==> src/verilog/cart_loader_pkg.sv <==
//====================================================================
// Shared definitions for the cartridge loading unit
// Download index codes, load target encoding and the cheat record
// layout. Modules refer to these by scoped name.
//====================================================================

package cart_loader_pkg;

	// Host download port
	localparam int IOCTL_ADDR_W = 25;

	typedef logic [7:0] ioctl_index_t;

	// Download index codes as sent by the host
	localparam ioctl_index_t IDX_SMS     = 8'd1;
	localparam ioctl_index_t IDX_GG      = 8'd2;
	localparam ioctl_index_t IDX_SYSMODE = 8'd4;
	localparam ioctl_index_t IDX_DSW     = 8'd254;
	localparam ioctl_index_t IDX_CHEAT   = 8'd255;

	// F2, F3 and E0 DIP switch ports of System E
	localparam int DSW_COUNT = 3;

	typedef enum logic [2:0] {
		TGT_NONE,
		TGT_CART,
		TGT_SYSMODE,
		TGT_DSW,
		TGT_CHEAT
	} load_target_e;

	// Byte k of the download lands in bytes[k]; each word is LSB first
	typedef union packed {
		logic [15:0][7:0] bytes;
		struct packed {
			logic [31:0] replace;
			logic [31:0] compare;
			logic [31:0] address;
			logic [31:0] flags;
		} word;
	} cheat_code_u;

endpackage

==> src/verilog/load_bus_if.sv <==
//====================================================================
// Classified download byte, from the decoder to the consumers
// The decoder drives the source side, every consumer takes the sink
// side and reacts only to its own target.
//====================================================================

`timescale 1ns/100ps

interface load_bus_if;

	logic                                    wr;
	cart_loader_pkg::load_target_e           target;
	logic [cart_loader_pkg::IOCTL_ADDR_W-1:0] addr;
	logic [7:0]                              data;
	// First cycle of an active cart download
	logic                                    start;
	// Cart came in through the GG index
	logic                                    gg;

	modport source (output wr, target, addr, data, start, gg);

	modport sink (input wr, target, addr, data, start, gg);

endinterface

==> src/verilog/cart_loader.sv <==
//====================================================================
// Cartridge loading unit, top level
// Takes the host download port, sorts bytes by index and hands them
// to the ROM writer, the cheat assembler and the config registers.
// All outside connections are plain ports.
//====================================================================

`timescale 1ns/100ps

module cart_loader #(
	parameter int ROM_ADDR_W = 22
) (
	input  logic                                     clk_sys,
	input  logic                                     RESET,

	// Host download port
	input  logic                                     ioctl_download,
	input  cart_loader_pkg::ioctl_index_t            ioctl_index,
	input  logic                                     ioctl_wr,
	input  logic [cart_loader_pkg::IOCTL_ADDR_W-1:0] ioctl_addr,
	input  logic [7:0]                               ioctl_dout,
	output logic                                     ioctl_wait,

	// External ROM memory
	output logic [ROM_ADDR_W-1:0]                    rom_addr,
	output logic [7:0]                               rom_data,
	output logic                                     rom_req,
	input  logic                                     rom_ack,
	output logic [ROM_ADDR_W-1:0]                    cart_mask,

	// Console configuration
	output logic [7:0]                               sysmode,
	output logic [7:0]                               dsw_f2,
	output logic [7:0]                               dsw_f3,
	output logic [7:0]                               dsw_e0,
	output logic                                     is_gg,
	output logic                                     is_systeme,

	// Cheat record
	output logic [31:0]                              code_flags,
	output logic [31:0]                              code_address,
	output logic [31:0]                              code_compare,
	output logic [31:0]                              code_replace,
	output logic                                     code_valid
);

	load_bus_if load_bus ();

	load_decode load_decode_i (
		.clk_sys        (clk_sys),
		.RESET          (RESET),
		.ioctl_download (ioctl_download),
		.ioctl_index    (ioctl_index),
		.ioctl_wr       (ioctl_wr),
		.ioctl_addr     (ioctl_addr),
		.ioctl_dout     (ioctl_dout),
		.bus            (load_bus.source)
	);

	rom_writer #(.ROM_ADDR_W(ROM_ADDR_W)) rom_writer_i (
		.clk_sys    (clk_sys),
		.RESET      (RESET),
		.bus        (load_bus.sink),
		.rom_addr   (rom_addr),
		.rom_data   (rom_data),
		.rom_req    (rom_req),
		.rom_ack    (rom_ack),
		.ioctl_wait (ioctl_wait),
		.cart_mask  (cart_mask)
	);

	cheat_assembler cheat_assembler_i (
		.clk_sys      (clk_sys),
		.RESET        (RESET),
		.bus          (load_bus.sink),
		.code_flags   (code_flags),
		.code_address (code_address),
		.code_compare (code_compare),
		.code_replace (code_replace),
		.code_valid   (code_valid)
	);

	config_regs config_regs_i (
		.clk_sys    (clk_sys),
		.RESET      (RESET),
		.bus        (load_bus.sink),
		.sysmode    (sysmode),
		.dsw_f2     (dsw_f2),
		.dsw_f3     (dsw_f3),
		.dsw_e0     (dsw_e0),
		.is_gg      (is_gg),
		.is_systeme (is_systeme)
	);

endmodule

==> src/verilog/cheat_assembler.sv <==
//====================================================================
// Cheat code assembler
// Collects the 16 bytes of one cheat record and strobes code_valid
// for a single cycle once the last byte is in. The record is read
// out as four 32-bit words.
//====================================================================

`timescale 1ns/100ps

module cheat_assembler (
	input  logic        clk_sys,
	input  logic        RESET,
	load_bus_if.sink    bus,
	output logic [31:0] code_flags,
	output logic [31:0] code_address,
	output logic [31:0] code_compare,
	output logic [31:0] code_replace,
	output logic        code_valid
);

	cart_loader_pkg::cheat_code_u record;
	logic cheat_wr;

	assign cheat_wr = bus.wr && bus.target == cart_loader_pkg::TGT_CHEAT;

	// Low address nibble picks the byte within the record
	always_ff @(posedge clk_sys) begin
		if (cheat_wr)
			record.bytes[bus.addr[3:0]] <= bus.data;
	end

	always_ff @(posedge clk_sys) begin
		if (RESET)
			code_valid <= 1'b0;
		else
			code_valid <= cheat_wr && bus.addr[3:0] == 4'd15;
	end

	//==================================================================
	// Word view of the finished record
	//==================================================================

	assign code_flags   = record.word.flags;
	assign code_address = record.word.address;
	assign code_compare = record.word.compare;
	assign code_replace = record.word.replace;

endmodule

==> src/verilog/config_regs.sv <==
//====================================================================
// Console configuration registers
// System E mode byte, the three DIP switch bytes and the console
// type flags that follow from which index the cart came in on.
//====================================================================

`timescale 1ns/100ps

module config_regs (
	input  logic       clk_sys,
	input  logic       RESET,
	load_bus_if.sink   bus,
	output logic [7:0] sysmode,
	output logic [7:0] dsw_f2,
	output logic [7:0] dsw_f3,
	output logic [7:0] dsw_e0,
	output logic       is_gg,
	output logic       is_systeme
);

	logic [7:0] dsw [cart_loader_pkg::DSW_COUNT];

	always_ff @(posedge clk_sys) begin
		if (RESET) begin
			sysmode    <= 8'h00;
			is_gg      <= 1'b0;
			is_systeme <= 1'b0;
			for (int i = 0; i < cart_loader_pkg::DSW_COUNT; i++)
				dsw[i] <= 8'h00;
		end else if (bus.wr) begin
			case (bus.target)
				cart_loader_pkg::TGT_CART: begin
					is_gg      <= bus.gg;
					is_systeme <= 1'b0;
				end
				cart_loader_pkg::TGT_SYSMODE: begin
					sysmode    <= bus.data;
					is_systeme <= 1'b1;
				end
				// Decoder only passes addresses 0 to 2 here
				cart_loader_pkg::TGT_DSW:
					dsw[bus.addr[1:0]] <= bus.data;
				default: ;
			endcase
		end
	end

	assign dsw_f2 = dsw[0];
	assign dsw_f3 = dsw[1];
	assign dsw_e0 = dsw[2];

endmodule

==> src/verilog/load_decode.sv <==
//====================================================================
// Download decoder
// Registers each host write and tags it with a load target taken
// from the download index. Also makes the cart start pulse.
//====================================================================

`timescale 1ns/100ps

module load_decode (
	input  logic                                     clk_sys,
	input  logic                                     RESET,
	input  logic                                     ioctl_download,
	input  cart_loader_pkg::ioctl_index_t            ioctl_index,
	input  logic                                     ioctl_wr,
	input  logic [cart_loader_pkg::IOCTL_ADDR_W-1:0] ioctl_addr,
	input  logic [7:0]                               ioctl_dout,
	load_bus_if.source                               bus
);

	localparam int ADDR_W = cart_loader_pkg::IOCTL_ADDR_W;

	cart_loader_pkg::load_target_e target;
	logic cart_active;
	logic cart_active_d;

	assign cart_active = ioctl_download &&
		(ioctl_index == cart_loader_pkg::IDX_SMS || ioctl_index == cart_loader_pkg::IDX_GG);

	always_comb begin
		target = cart_loader_pkg::TGT_NONE;
		if (ioctl_download) begin
			case (ioctl_index)
				cart_loader_pkg::IDX_SMS,
				cart_loader_pkg::IDX_GG:
					target = cart_loader_pkg::TGT_CART;
				// Only the first mode byte is meaningful
				cart_loader_pkg::IDX_SYSMODE:
					if (ioctl_addr == '0) target = cart_loader_pkg::TGT_SYSMODE;
				cart_loader_pkg::IDX_DSW:
					if (ioctl_addr < ADDR_W'(cart_loader_pkg::DSW_COUNT))
						target = cart_loader_pkg::TGT_DSW;
				cart_loader_pkg::IDX_CHEAT:
					target = cart_loader_pkg::TGT_CHEAT;
				default:
					target = cart_loader_pkg::TGT_NONE;
			endcase
		end
	end

	always_ff @(posedge clk_sys) begin
		if (RESET) begin
			bus.wr        <= 1'b0;
			bus.target    <= cart_loader_pkg::TGT_NONE;
			bus.start     <= 1'b0;
			bus.gg        <= 1'b0;
			cart_active_d <= 1'b0;
		end else begin
			bus.wr        <= ioctl_wr;
			bus.target    <= target;
			bus.gg        <= ioctl_index == cart_loader_pkg::IDX_GG;
			cart_active_d <= cart_active;
			bus.start     <= cart_active && !cart_active_d;
		end
	end

	// Payload follows the strobe
	always_ff @(posedge clk_sys) begin
		bus.addr <= ioctl_addr;
		bus.data <= ioctl_dout;
	end

endmodule

==> src/verilog/rom_writer.sv <==
//====================================================================
// Cartridge ROM writer
// Pushes each cart byte to external memory with a req/ack toggle
// pair and holds the host off with ioctl_wait until the ack comes
// back. Builds the address mask of the loaded image on the way.
//====================================================================

`timescale 1ns/100ps

module rom_writer #(
	parameter int ROM_ADDR_W = 22
) (
	input  logic                  clk_sys,
	input  logic                  RESET,
	load_bus_if.sink              bus,
	output logic [ROM_ADDR_W-1:0] rom_addr,
	output logic [7:0]            rom_data,
	output logic                  rom_req,
	input  logic                  rom_ack,
	output logic                  ioctl_wait,
	output logic [ROM_ADDR_W-1:0] cart_mask
);

	logic cart_wr;
	logic write_done;

	assign cart_wr = bus.wr && bus.target == cart_loader_pkg::TGT_CART;

	// Memory has matched our toggle
	assign write_done = ioctl_wait && rom_req == rom_ack;

	//==================================================================
	// Handshake and address counter
	//==================================================================

	always_ff @(posedge clk_sys) begin
		if (RESET) begin
			rom_req    <= 1'b0;
			ioctl_wait <= 1'b0;
			rom_addr   <= '0;
			cart_mask  <= '0;
		end else begin
			if (cart_wr) begin
				rom_req    <= ~rom_req;
				ioctl_wait <= 1'b1;
				// Address 0 starts a new image
				if (bus.addr == '0)
					cart_mask <= '0;
				else
					cart_mask <= cart_mask | bus.addr[ROM_ADDR_W-1:0];
			end else if (write_done) begin
				ioctl_wait <= 1'b0;
			end

			if (bus.start)
				rom_addr <= '0;
			else if (write_done && !cart_wr)
				rom_addr <= rom_addr + ROM_ADDR_W'(1);
		end
	end

	// Data held stable for the whole request
	always_ff @(posedge clk_sys) begin
		if (cart_wr)
			rom_data <= bus.data;
	end

endmodule
==> config.mk <==
export PLATFORM = sky130hd
export DESIGN_NAME = cart_loader
export DESIGN_NICKNAME = d
export VERILOG_FILES = /design/src/verilog/cart_loader_pkg.sv /design/src/verilog/load_bus_if.sv /design/src/verilog/cart_loader.sv /design/src/verilog/cheat_assembler.sv /design/src/verilog/config_regs.sv /design/src/verilog/load_decode.sv /design/src/verilog/rom_writer.sv
export SDC_FILE = /design/constraint.sdc
export NUM_CORES = 1
export LEC_CHECK = 0
export ABC_AREA = 0
export CAP_MARGIN = 25
export CORE_AREA = 2 2 109 216
export DETAILED_ROUTE_END_ITERATION = 10
export DIE_AREA = 0 0 111 218
export DONT_BUFFER_PORTS = 1
export PLACE_DENSITY_LB_ADDON = 0.3
export SLEW_MARGIN = 20
export SYNTH_ARGS = -nofsm -noshare
export SYNTH_HDL_FRONTEND = slang
export SYNTH_SLANG_ARGS = --single-unit
==> constraint.sdc <==
create_clock -name clk_sys -period 3.67 [get_ports clk_sys]
set_clock_uncertainty 0.1 [all_clocks]
set_input_delay 0.5505 -clock clk_sys [delete_from_list [all_inputs] [get_ports clk_sys]]
set_output_delay 0.5505 -clock clk_sys [all_outputs]
set_load 0.005 [all_outputs]
# Yosys cells after proc, flatten, opt, wreduce, memory -nomap -nowiden
# Memory sizes are Yosys's and may differ from the RTL's.
# Index checks and enable logic that the tools add are counted.
classes:
  bitwise_logic: 3
  n_lt_le_gt_ge: 3
  eq_ne: 11
  n_reduce_logical: 22
  n_mux: 19
  n_addsub: 1
ops:
  columns: ["operator", "count"]
  rows:
  - ["$bwmux 128", 1]
  - ["$logic_not 25->1", 2]
  - ["$demux 8 s4", 1]
  - ["$lt 25x2->1 const B", 1]
  - ["$add 22x1->22 const B", 1]
  - ["$mux 22", 1]
  - ["$or 22x22->22", 1]
  - ["$eq 8x8->1 const B", 2]
  - ["$mux 8", 2]
  - ["$pmux 3 s4", 1]
  - ["$mux 1", 9]
  - ["$eq 8x1->1 const B", 1]
  - ["$eq 8x2->1 const B", 1]
  - ["$eq 8x3->1 const B", 1]
  - ["$logic_and 1x1->1", 8]
  - ["$reduce_or 8->1", 1]
  - ["$eq 3x2->1 const B", 2]
  - ["$mux 2", 3]
  - ["$reduce_and 2->1", 3]
  - ["$reduce_or 2->1", 3]
  - ["$lt 4x5->1 const B", 1]
  - ["$eq 4x4->1 const B", 1]
  - ["$ge 4x1->1 const B", 1]
  - ["$reduce_bool 2->1", 2]
  - ["7 further kinds", 9]
totals:
  ramBits: 24
  word_cells: 77
  input_bits: 46
  memories: 1
  reg_bits: 233
  out_inout_bits: 217
memory_table:
  columns: ["memory", "depth", "word_bits", "read_ports", "rd_clocked_by_memory_dff", "wr", "line_no", "rtl"]
  rows:
  - ["config_regs_i.dsw", 3, 8, 3, 0, 3, "config_regs.sv:21", "logic [7:0] dsw [cart_loader_pkg::DSW_COUNT];"]

# Logic depth before layout (Yosys ltp)
# Gate-level depths: netlist (run 1).
logic_depth:
  word_depth: 7
  ltp_mapped: 7
  depth_no_buf: 5

# Hierarchy
# Synthesis (run 1) repeated with hierarchy kept, for this count alone.
unflattened:
  hier_cells: 568
  hier_area_um2: 8640.8
modules_own_cells:
  columns: ["mod", "area_per_inst_um2", "instances", "cells_per_inst", "seq_area_each_um2"]
  rows:
  - ["cheat_assembler", 4027.6, 1, 156, 3863.7]
  - ["rom_writer", 2108.3, 1, 224, 1161.1]
  - ["config_regs", 1468.9, 1, 113, 920.9]
  - ["load_decode", 1036.0, 1, 75, 800.8]

# Least setup slack after synthesis (run 1)
# OpenSTA, ideal clock, no wires.
synth_path:
  path_type: "input -> register"
  start: "input port rom_ack"
  end: "register rom_writer_i.rom_addr[5]"
  slack_ps: 1734
  stages: 4
  required_time_ps: 3511
  t_arrival_ps: 1777
  path_buffers: 0
  setup_ps: 59
  cell_sequence: "xnor2_2 or4b_4 or4_1 nand2_1"
synth_via:
  elab_chain_cells: 3
synth_lines:
  columns: ["item", "line_no", "rtl"]
  rows:
  - ["start, declared", "cart_loader.sv:28", "input logic rom_ack,"]
  - ["$eq 1x1->1", "rom_writer.sv:30", "assign write_done = ioctl_wait && rom_req == rom_ack;"]
  - ["$logic_and 1x1->1", "rom_writer.sv:30", null]
  - ["$logic_and 1x1->1", "rom_writer.sv:57", "else if (write_done && !cart_wr)"]
  - ["end signal, assigned", "rom_writer.sv:58", "rom_addr <= rom_addr + ROM_ADDR_W'(1);"]
  - ["end, declared", "rom_writer.sv:16", "output logic [ROM_ADDR_W-1:0] rom_addr,"]
# No other way between the ends.
# A chain may end at the register's enable or synchronous reset.

# Worst setup path in the final report (run 1)
layout_path:
  start: "register load_decode_i.bus.target[1]"
  end: "register rom_writer_i.rom_addr[17]"
layout_via:
  elab_chain_cells: 4
layout_lines:
  columns: ["item", "line_no", "rtl"]
  rows:
  - ["start, declared", "load_bus_if.sv:20", "modport source (output wr, target, addr, data, start, gg);"]
  - ["$eq 3x1->1", "rom_writer.sv:27", "assign cart_wr = bus.wr && bus.target == cart_loader_pkg::TGT_CART;"]
  - ["$logic_and 1x1->1", "rom_writer.sv:27", null]
  - ["$logic_not 1->1", "rom_writer.sv:57", null]
  - ["$logic_and 1x1->1", "rom_writer.sv:57", null]
# No other way between the ends.

==> results.toml, run 1 <==
[run_status]
outcome = "complete, no violations"

[timing]
worst_pin_slew_ns = 1.00
period_share_pct = 64.4
period_needed_ns = 2.36
slew_headroom_pct = 33.1
hold_viol_final = 0
whs_ns = 0.0721
maxSlewViolCount = 0
max_clock_freq_mhz = 423
setup_viol = 0
layout_setup_ws_ns = 1.31
tns_ns = 0
rsz0062_at_grt = "false"

[setup_path]
path_class = "flip-flop to flip-flop"
crit_path_max_incr_delay_ns = 0.69
path_buf_inv = 0
reg2reg_from = "load_decode_i.bus.target[1]"
startpoint_type = "flip-flop"
crit_required_ns = 4.00
crit_family = "simple AND/OR/NAND/NOR gates"
r2r_setup_slack_ns = 1.31
critical_path_arrival_ns = 2.70
worstSetupEndpointType = "flip-flop"
cp_slowest_cell = "or4_1"
reg2regPathDepth = 4
crit_fanout = 18
path_cells = "nand4bb_1, nand4_1, or4_1, a21oi_1"
r2r-end = "rom_writer_i.rom_addr[17]"
cp-startpoint = "load_decode_i.bus.target[1]"

[routing]
first_pass_iters = 4
avgRoutedWirePerCell_um = 25.0
postRouteAntennaNets = 0
drtIter0Drc = 253
vias = 4818
routed_wl_mm = 22.3
drc = 0
viasPerCell = 5.40

[grt]
grt_usage_pct = 17.6
grt_pass1_vias = 4945
grt_pass1_wl_mm = 32.0
antenna_found_initial = 0
grt.overflow.total = 0
grt_max_degree = 35

[clock_network]
clock_latency_ns = 0.51
clk_path_buf_depth = 3
htree_levels = 1
clk_pin_slew_ns = 0.07
cts.repair.resized = 0
cts_made_buffers = 21
tritoncts_num_sinks = 257
root_buffer = "clkbuf_16"
tritoncts = "built"
post_cts_buffers = 0

[logic_synthesis]
synth_seq_cells = 257
synthesis.area_mm2 = 0.00841
yosys_warnings = 0
seq_area_frac_synth_pct = 80.2
synthArstFlopShare_pct = 0
synth.avg_cell_area_um2 = 15.4
synth_flop_cell = "edfxtp_1"
synth_edf_count = 160
synth.distinct_cells = 45
syn-num-nets = 593
syn_inst = 546

[place]
routabilityCongestion = 0.752
place_ws_ns = 1.30
port_buffers = 0
dp_hpwl_mm = 15.2
dp_cells = 818

[hold_path]
worstHoldEndpoint = "load_decode_i.bus.target[2]"
min-delay-start = "ioctl_index[1]"
whs_path_depth = 2
hold_class = "input pin to flip-flop"

[power]
power_leakage_nw = 3.24
comb_power_share_pct = 1.6
powerDensity_mw_per_mm2 = 547
p_total_w = 0.00535
net-switching-power_w = 0.00108
p_seq_share_pct = 58.6
irDropWorstVdd_mv = 0.457
swShare_pct = 20.1
p_int_w = 0.00428
clkPwrFrac_pct = 39.8

[finish]
multi_input_area_mm2 = 0.00159
nNetsFinal = 645
layout-drive-gt1-share_pct = 7.99
syn2layout_area_growth_pct = 16.5
regArea_mm2 = 0.00675
n_fill_cell = 1986
final_cells = 893
antenna_cells = 0

[floorplanning]
initial_core_util_pct = 37.3
core_area_mm2 = 0.0225
die_area_mm2 = 0.0242
rows = 78
io_pins = 263
dieHeight_um = 218
die_x_um = 111

[job]
drv_cap = 0
## layout by cell type (no fill, tap or decap), types with 3 or more instances in the layout
master	instances
mux2i_1	9
nand3_1	12
o21ai_0	6
dfxtp_2	3
nor4_1	13
clkbuf_1	4
inv_1	5
and2_1	25
edfxtp_1	160
dlygate4sd3_1	36
a21oi_1	40
o21a_1	3
and4_1	5
nor2_1	60
or4_1	12
nand2_1	17
dfxtp_1	94
or3_1	5
clkbuf_16	22
clkinv_2	3
nor2b_1	6
nand4_1	9
o31ai_1	10
or2_2	5
xor2_1	3
nand2b_1	3
nor3_1	5
## cell families (layout without fill, tap and decap cells)
group / after synthesis / in the layout / share of synthesized area [%]
XOR/XNOR: 6 / 6 / 0.714
multiplexers: 9 / 9 / 1.07
AND/OR/NAND/NOR: 189 / 189 / 12.3
adder cells (fa/ha/maj): 1 / 1 / 0.149
buffers and inverters: 17 / 84 / 0.878
AO/OA/AOI/OAI: 67 / 67 / 4.67
flip-flops: 257 / 257 / 80.2
## layout make-up
cell class,count,share of cell area [%]
timing repair buffer,41,4.42
clock inverter,10,0.575
sequential,257,68.9
clock buffer,28,6.06
tap,280,3.58
inverter,5,0.217
multi-input combinational,272,16.2
## synthesized netlist by cell type (all sizes together) (5+ instances only)
library cell	instances	area, um2
or2	5	31.3
nor3	5	25.0
o21ai	6	30.0
or4	12	90.1
mux2i	9	90.1
nor4	13	81.3
dfxtp	97	1940
nand4	9	56.3
nand3	12	60.1
nor2b	6	37.5
and4	5	43.8
edfxtp	160	4800
clkbuf	10	37.5
nand2	17	63.8
a21oi	40	200
o31ai	10	75.1
or3	5	31.3
nor2	60	225
and2	25	156
inv	5	21.3
## metal layers
| layer | global-route usage (%) | wire length (um) | vias to the layer above |
|---|---|---|---|
| met1 | 16.9 | 7400 | 2389 |
| met4 | 6.58 | 656 | 0 |
| li1 | - | - | 2140 |
| met2 | 36.1 | 13000 | 247 |
| met3 | 3.14 | 1250 | 42 |
| met5 | 0 | 0 | - |
## registers in the layout, indices dropped and copies added, names as in the netlist
name and count:
config_regs_i.is_gg 1, config_regs_i.sysmode 8, load_decode_i.bus.addr 25, rom_writer_i.rom_addr 22, rom_writer_i.ioctl_wait 1, load_decode_i.bus.start 1
rom_writer_i.rom_req 1, cheat_assembler_i.code_valid 1, config_regs_i.dsw 24, load_decode_i.bus.data 8, load_decode_i.bus.target 3, rom_writer_i.rom_data 8
load_decode_i.bus.wr 1, cheat_assembler_i.record 128, rom_writer_i.cart_mask 22, load_decode_i.bus.gg 1, load_decode_i.cart_active_d 1, config_regs_i.is_systeme 1
## worst max path at each step
stage                                            to  slack (ns)  cells after the start
after floorplan            rom_writer_i.rom_addr[5]        1.73                      4
after global placement    rom_writer_i.rom_addr[16]        1.42                      4
after detailed placement  rom_writer_i.rom_addr[18]        1.30                      4
after CTS                 rom_writer_i.rom_addr[15]        1.28                      4
after global routing      rom_writer_i.rom_addr[20]        1.14                      4
final                     rom_writer_i.rom_addr[17]        1.31                      4
## metrics by stage
step,instance area (um2),util [%]
2_1_floorplan,8410,-
3_3_place_gp,8720,38.7
5_1_grt,9790,43.4
4_1_cts,9780,43.4
3_5_place_dp,8770,38.9
6_report,9790,43.4
## timing repair
item | CTS | global route
endpoints found under the setup margin | 0 | 0
endpoints found under the hold margin | 48 | 0
hold buffers | 36 | 0
## power by group through the flow
stage / combinational (W) / clock [W] / sequential (W)
after floorplan: 0.0000311 / 0 / 0.00317
after global placement: 0.0000386 / 0 / 0.00321
after detailed placement: 0.0000510 / 0 / 0.00321
after CTS: 0.0000841 / 0.00219 / 0.00314
after global routing: 0.0000953 / 0.00229 / 0.00314
final: 0.0000881 / 0.00213 / 0.00314
No activity file was read; power rests on OpenSTA's default activity.
==> run 2: changes to the inputs <==
==> constraint.sdc (replaced) <==
create_clock -name clk_sys -period 2.1 [get_ports clk_sys]
set_clock_uncertainty 0.1 [all_clocks]
set_input_delay 0.315 -clock clk_sys [delete_from_list [all_inputs] [get_ports clk_sys]]
set_output_delay 0.315 -clock clk_sys [all_outputs]
set_load 0.005 [all_outputs]
==> results.toml, run 2 (synthesized netlist as in run 1, its figures left out) <==
[finish]
utilization_pct = 45.3
final_common_cell = "edfxtp_1"
layout-drive-gt1-share_pct = 14.9
layout_common_cells = "edfxtp_1 (160), dfxtp_1 (97), nor2_1 (60)"
nNetsFinal = 698
syn2layout_area_growth_pct = 21.4
antenna_cells = 0
largest_reg_flops = 128

[setup_path]
path_cells = "nand4bb_1, buf_4, nand4_1, buf_4, or4_1, a21oi_1"
critical_path_arrival_ns = 2.30
crit_fanout = 18
worstSetupEndpointType = "flip-flop"
cp_slowest_cell = "or4_1"
path_common_cell = "buf_4"
path_buf_inv = 2
setup.worst_path.end = "rom_writer_i.rom_addr[16]"
crit_required_ns = 2.43
r2r_setup_slack_ns = 0.13
crit_path_max_incr_delay_ns = 0.52
cp-startpoint = "load_decode_i.bus.target[1]"
r2r-end = "rom_writer_i.rom_addr[16]"
crit_family = "simple AND/OR/NAND/NOR gates"
path_class = "flip-flop to flip-flop"
reg2reg_from = "load_decode_i.bus.target[1]"
startpoint_type = "flip-flop"
cp.depth = 6
reg2regPathDepth = 6

[grt]
grt_pass1_wl_mm = 32.8
grt_max_degree = 33
grt_pass1_vias = 5139
antenna_found_initial = 0
grt_usage_pct = 18.0
grt.overflow.total = 0

[timing]
max_clock_freq_mhz = 506
hold_viol_final = 0
setup_viol = 0
worst_pin_slew_ns = 0.784
maxSlewViolCount = 0
rsz0062_at_grt = "false"
period_share_pct = 94.0
period_needed_ns = 1.97
tns_ns = 0
slew_headroom_pct = 47.7

[routing]
postRouteAntennaNets = 0
first_pass_iters = 4
avgRoutedWirePerCell_um = 23.7
drc = 0
drtIter0Drc = 203
routed_wl_mm = 22.5
viasPerCell = 5.23
vias = 4947

[place]
dp_hpwl_mm = 16.0
port_buffers = 0
routabilityCongestion = 0.779

[floorplanning]
core_area_mm2 = 0.0225
rows = 78
dieHeight_um = 218
initial_core_util_pct = 37.3
die_x_um = 111
die_area_mm2 = 0.0242
io_pins = 263

[power]
power_leakage_nw = 3.52
irDropWorstVdd_mv = 0.779
powerDensity_mw_per_mm2 = 935
p_total_w = 0.00954

[clock_network]
clk_pin_slew_ns = 0.07
clock_latency_ns = 0.51
post_cts_buffers = 0
htree_levels = 1
clk_path_buf_depth = 3
tritoncts_num_sinks = 257
root_buffer = "clkbuf_16"
tritoncts = "built"
cts_made_buffers = 21

[hold_path]
hold_class = "input pin to flip-flop"

[run_status]
outcome = "complete, no violations"

[job]
drv_cap = 0
[run 2: changes by cell type in the layout (fill, tap and decap cells not counted), moves of 2 or more]
cell,before,now
dlygate4sd3_1,36,39
buf_4,2,54
buf_8,2,0
dfxtp_1,94,97
dfxtp_2,3,0
bufinv_8,0,2
[run 2: how the worst min path moves through the flow]
stage                         from                     endpoint  slack, ns  cells after the start
global route        ioctl_download  load_decode_i.cart_active_d       0.04                      2
detailed placement   ioctl_dout[4]    load_decode_i.bus.data[4]       0.24                      0
CTS                 ioctl_addr[13]  load_decode_i.bus.target[1]       0.02                      4
global placement     ioctl_dout[5]    load_decode_i.bus.data[5]       0.24                      0
floorplan            ioctl_addr[0]    load_decode_i.bus.addr[0]       0.24                      0
finish              ioctl_download  load_decode_i.cart_active_d       0.04                      2
[run 2: layer usage]
layer	GRT usage, %	part of all wire, %
met4	8.50	3.9
met2	36.1	58
met3	3.47	5.1
met1	17.3	33
met5	0	0
[run 2: cell type report]
class	count	area, um2
flip-flops and latches	257	6750
clock inverters	12	120
multi-input cells	272	1600
well taps	280	350
clock buffers	26	558
repair buffers	94	808
inverters	5	21.3
fillers	1970	12300
[run 2: timing repair]
item | 4_1_cts | 5_1_grt
hold endpoints to repair | 56 | 0
resized for setup | 0 | 3
setup endpoints to repair | 0 | 26
hold buffers | 40 | 0
[run 2: per-stage QoR]
step | instances | cell area (um2) | hold WS (ns) | setup WS, ns
after global routing | 946 | 10200 | 0.0353 | 0.0101
final | 946 | 10200 | 0.0423 | 0.125
after floorplan | 546 | 8410 | 0.243 | 0.278
after global placement | 868 | 9110 | 0.243 | 0.0302
after CTS | 946 | 10200 | 0.0150 | 0.0214
after detailed placement | 868 | 9110 | 0.243 | 0.0420
[run 2: report_power, final]
| part | internal, W | switching, W |
|---|---|---|
| sequential | 0.00539 | 0.0000547 |
| combinational | 0.0000965 | 0.000113 |
| clock | 0.00215 | 0.00173 |
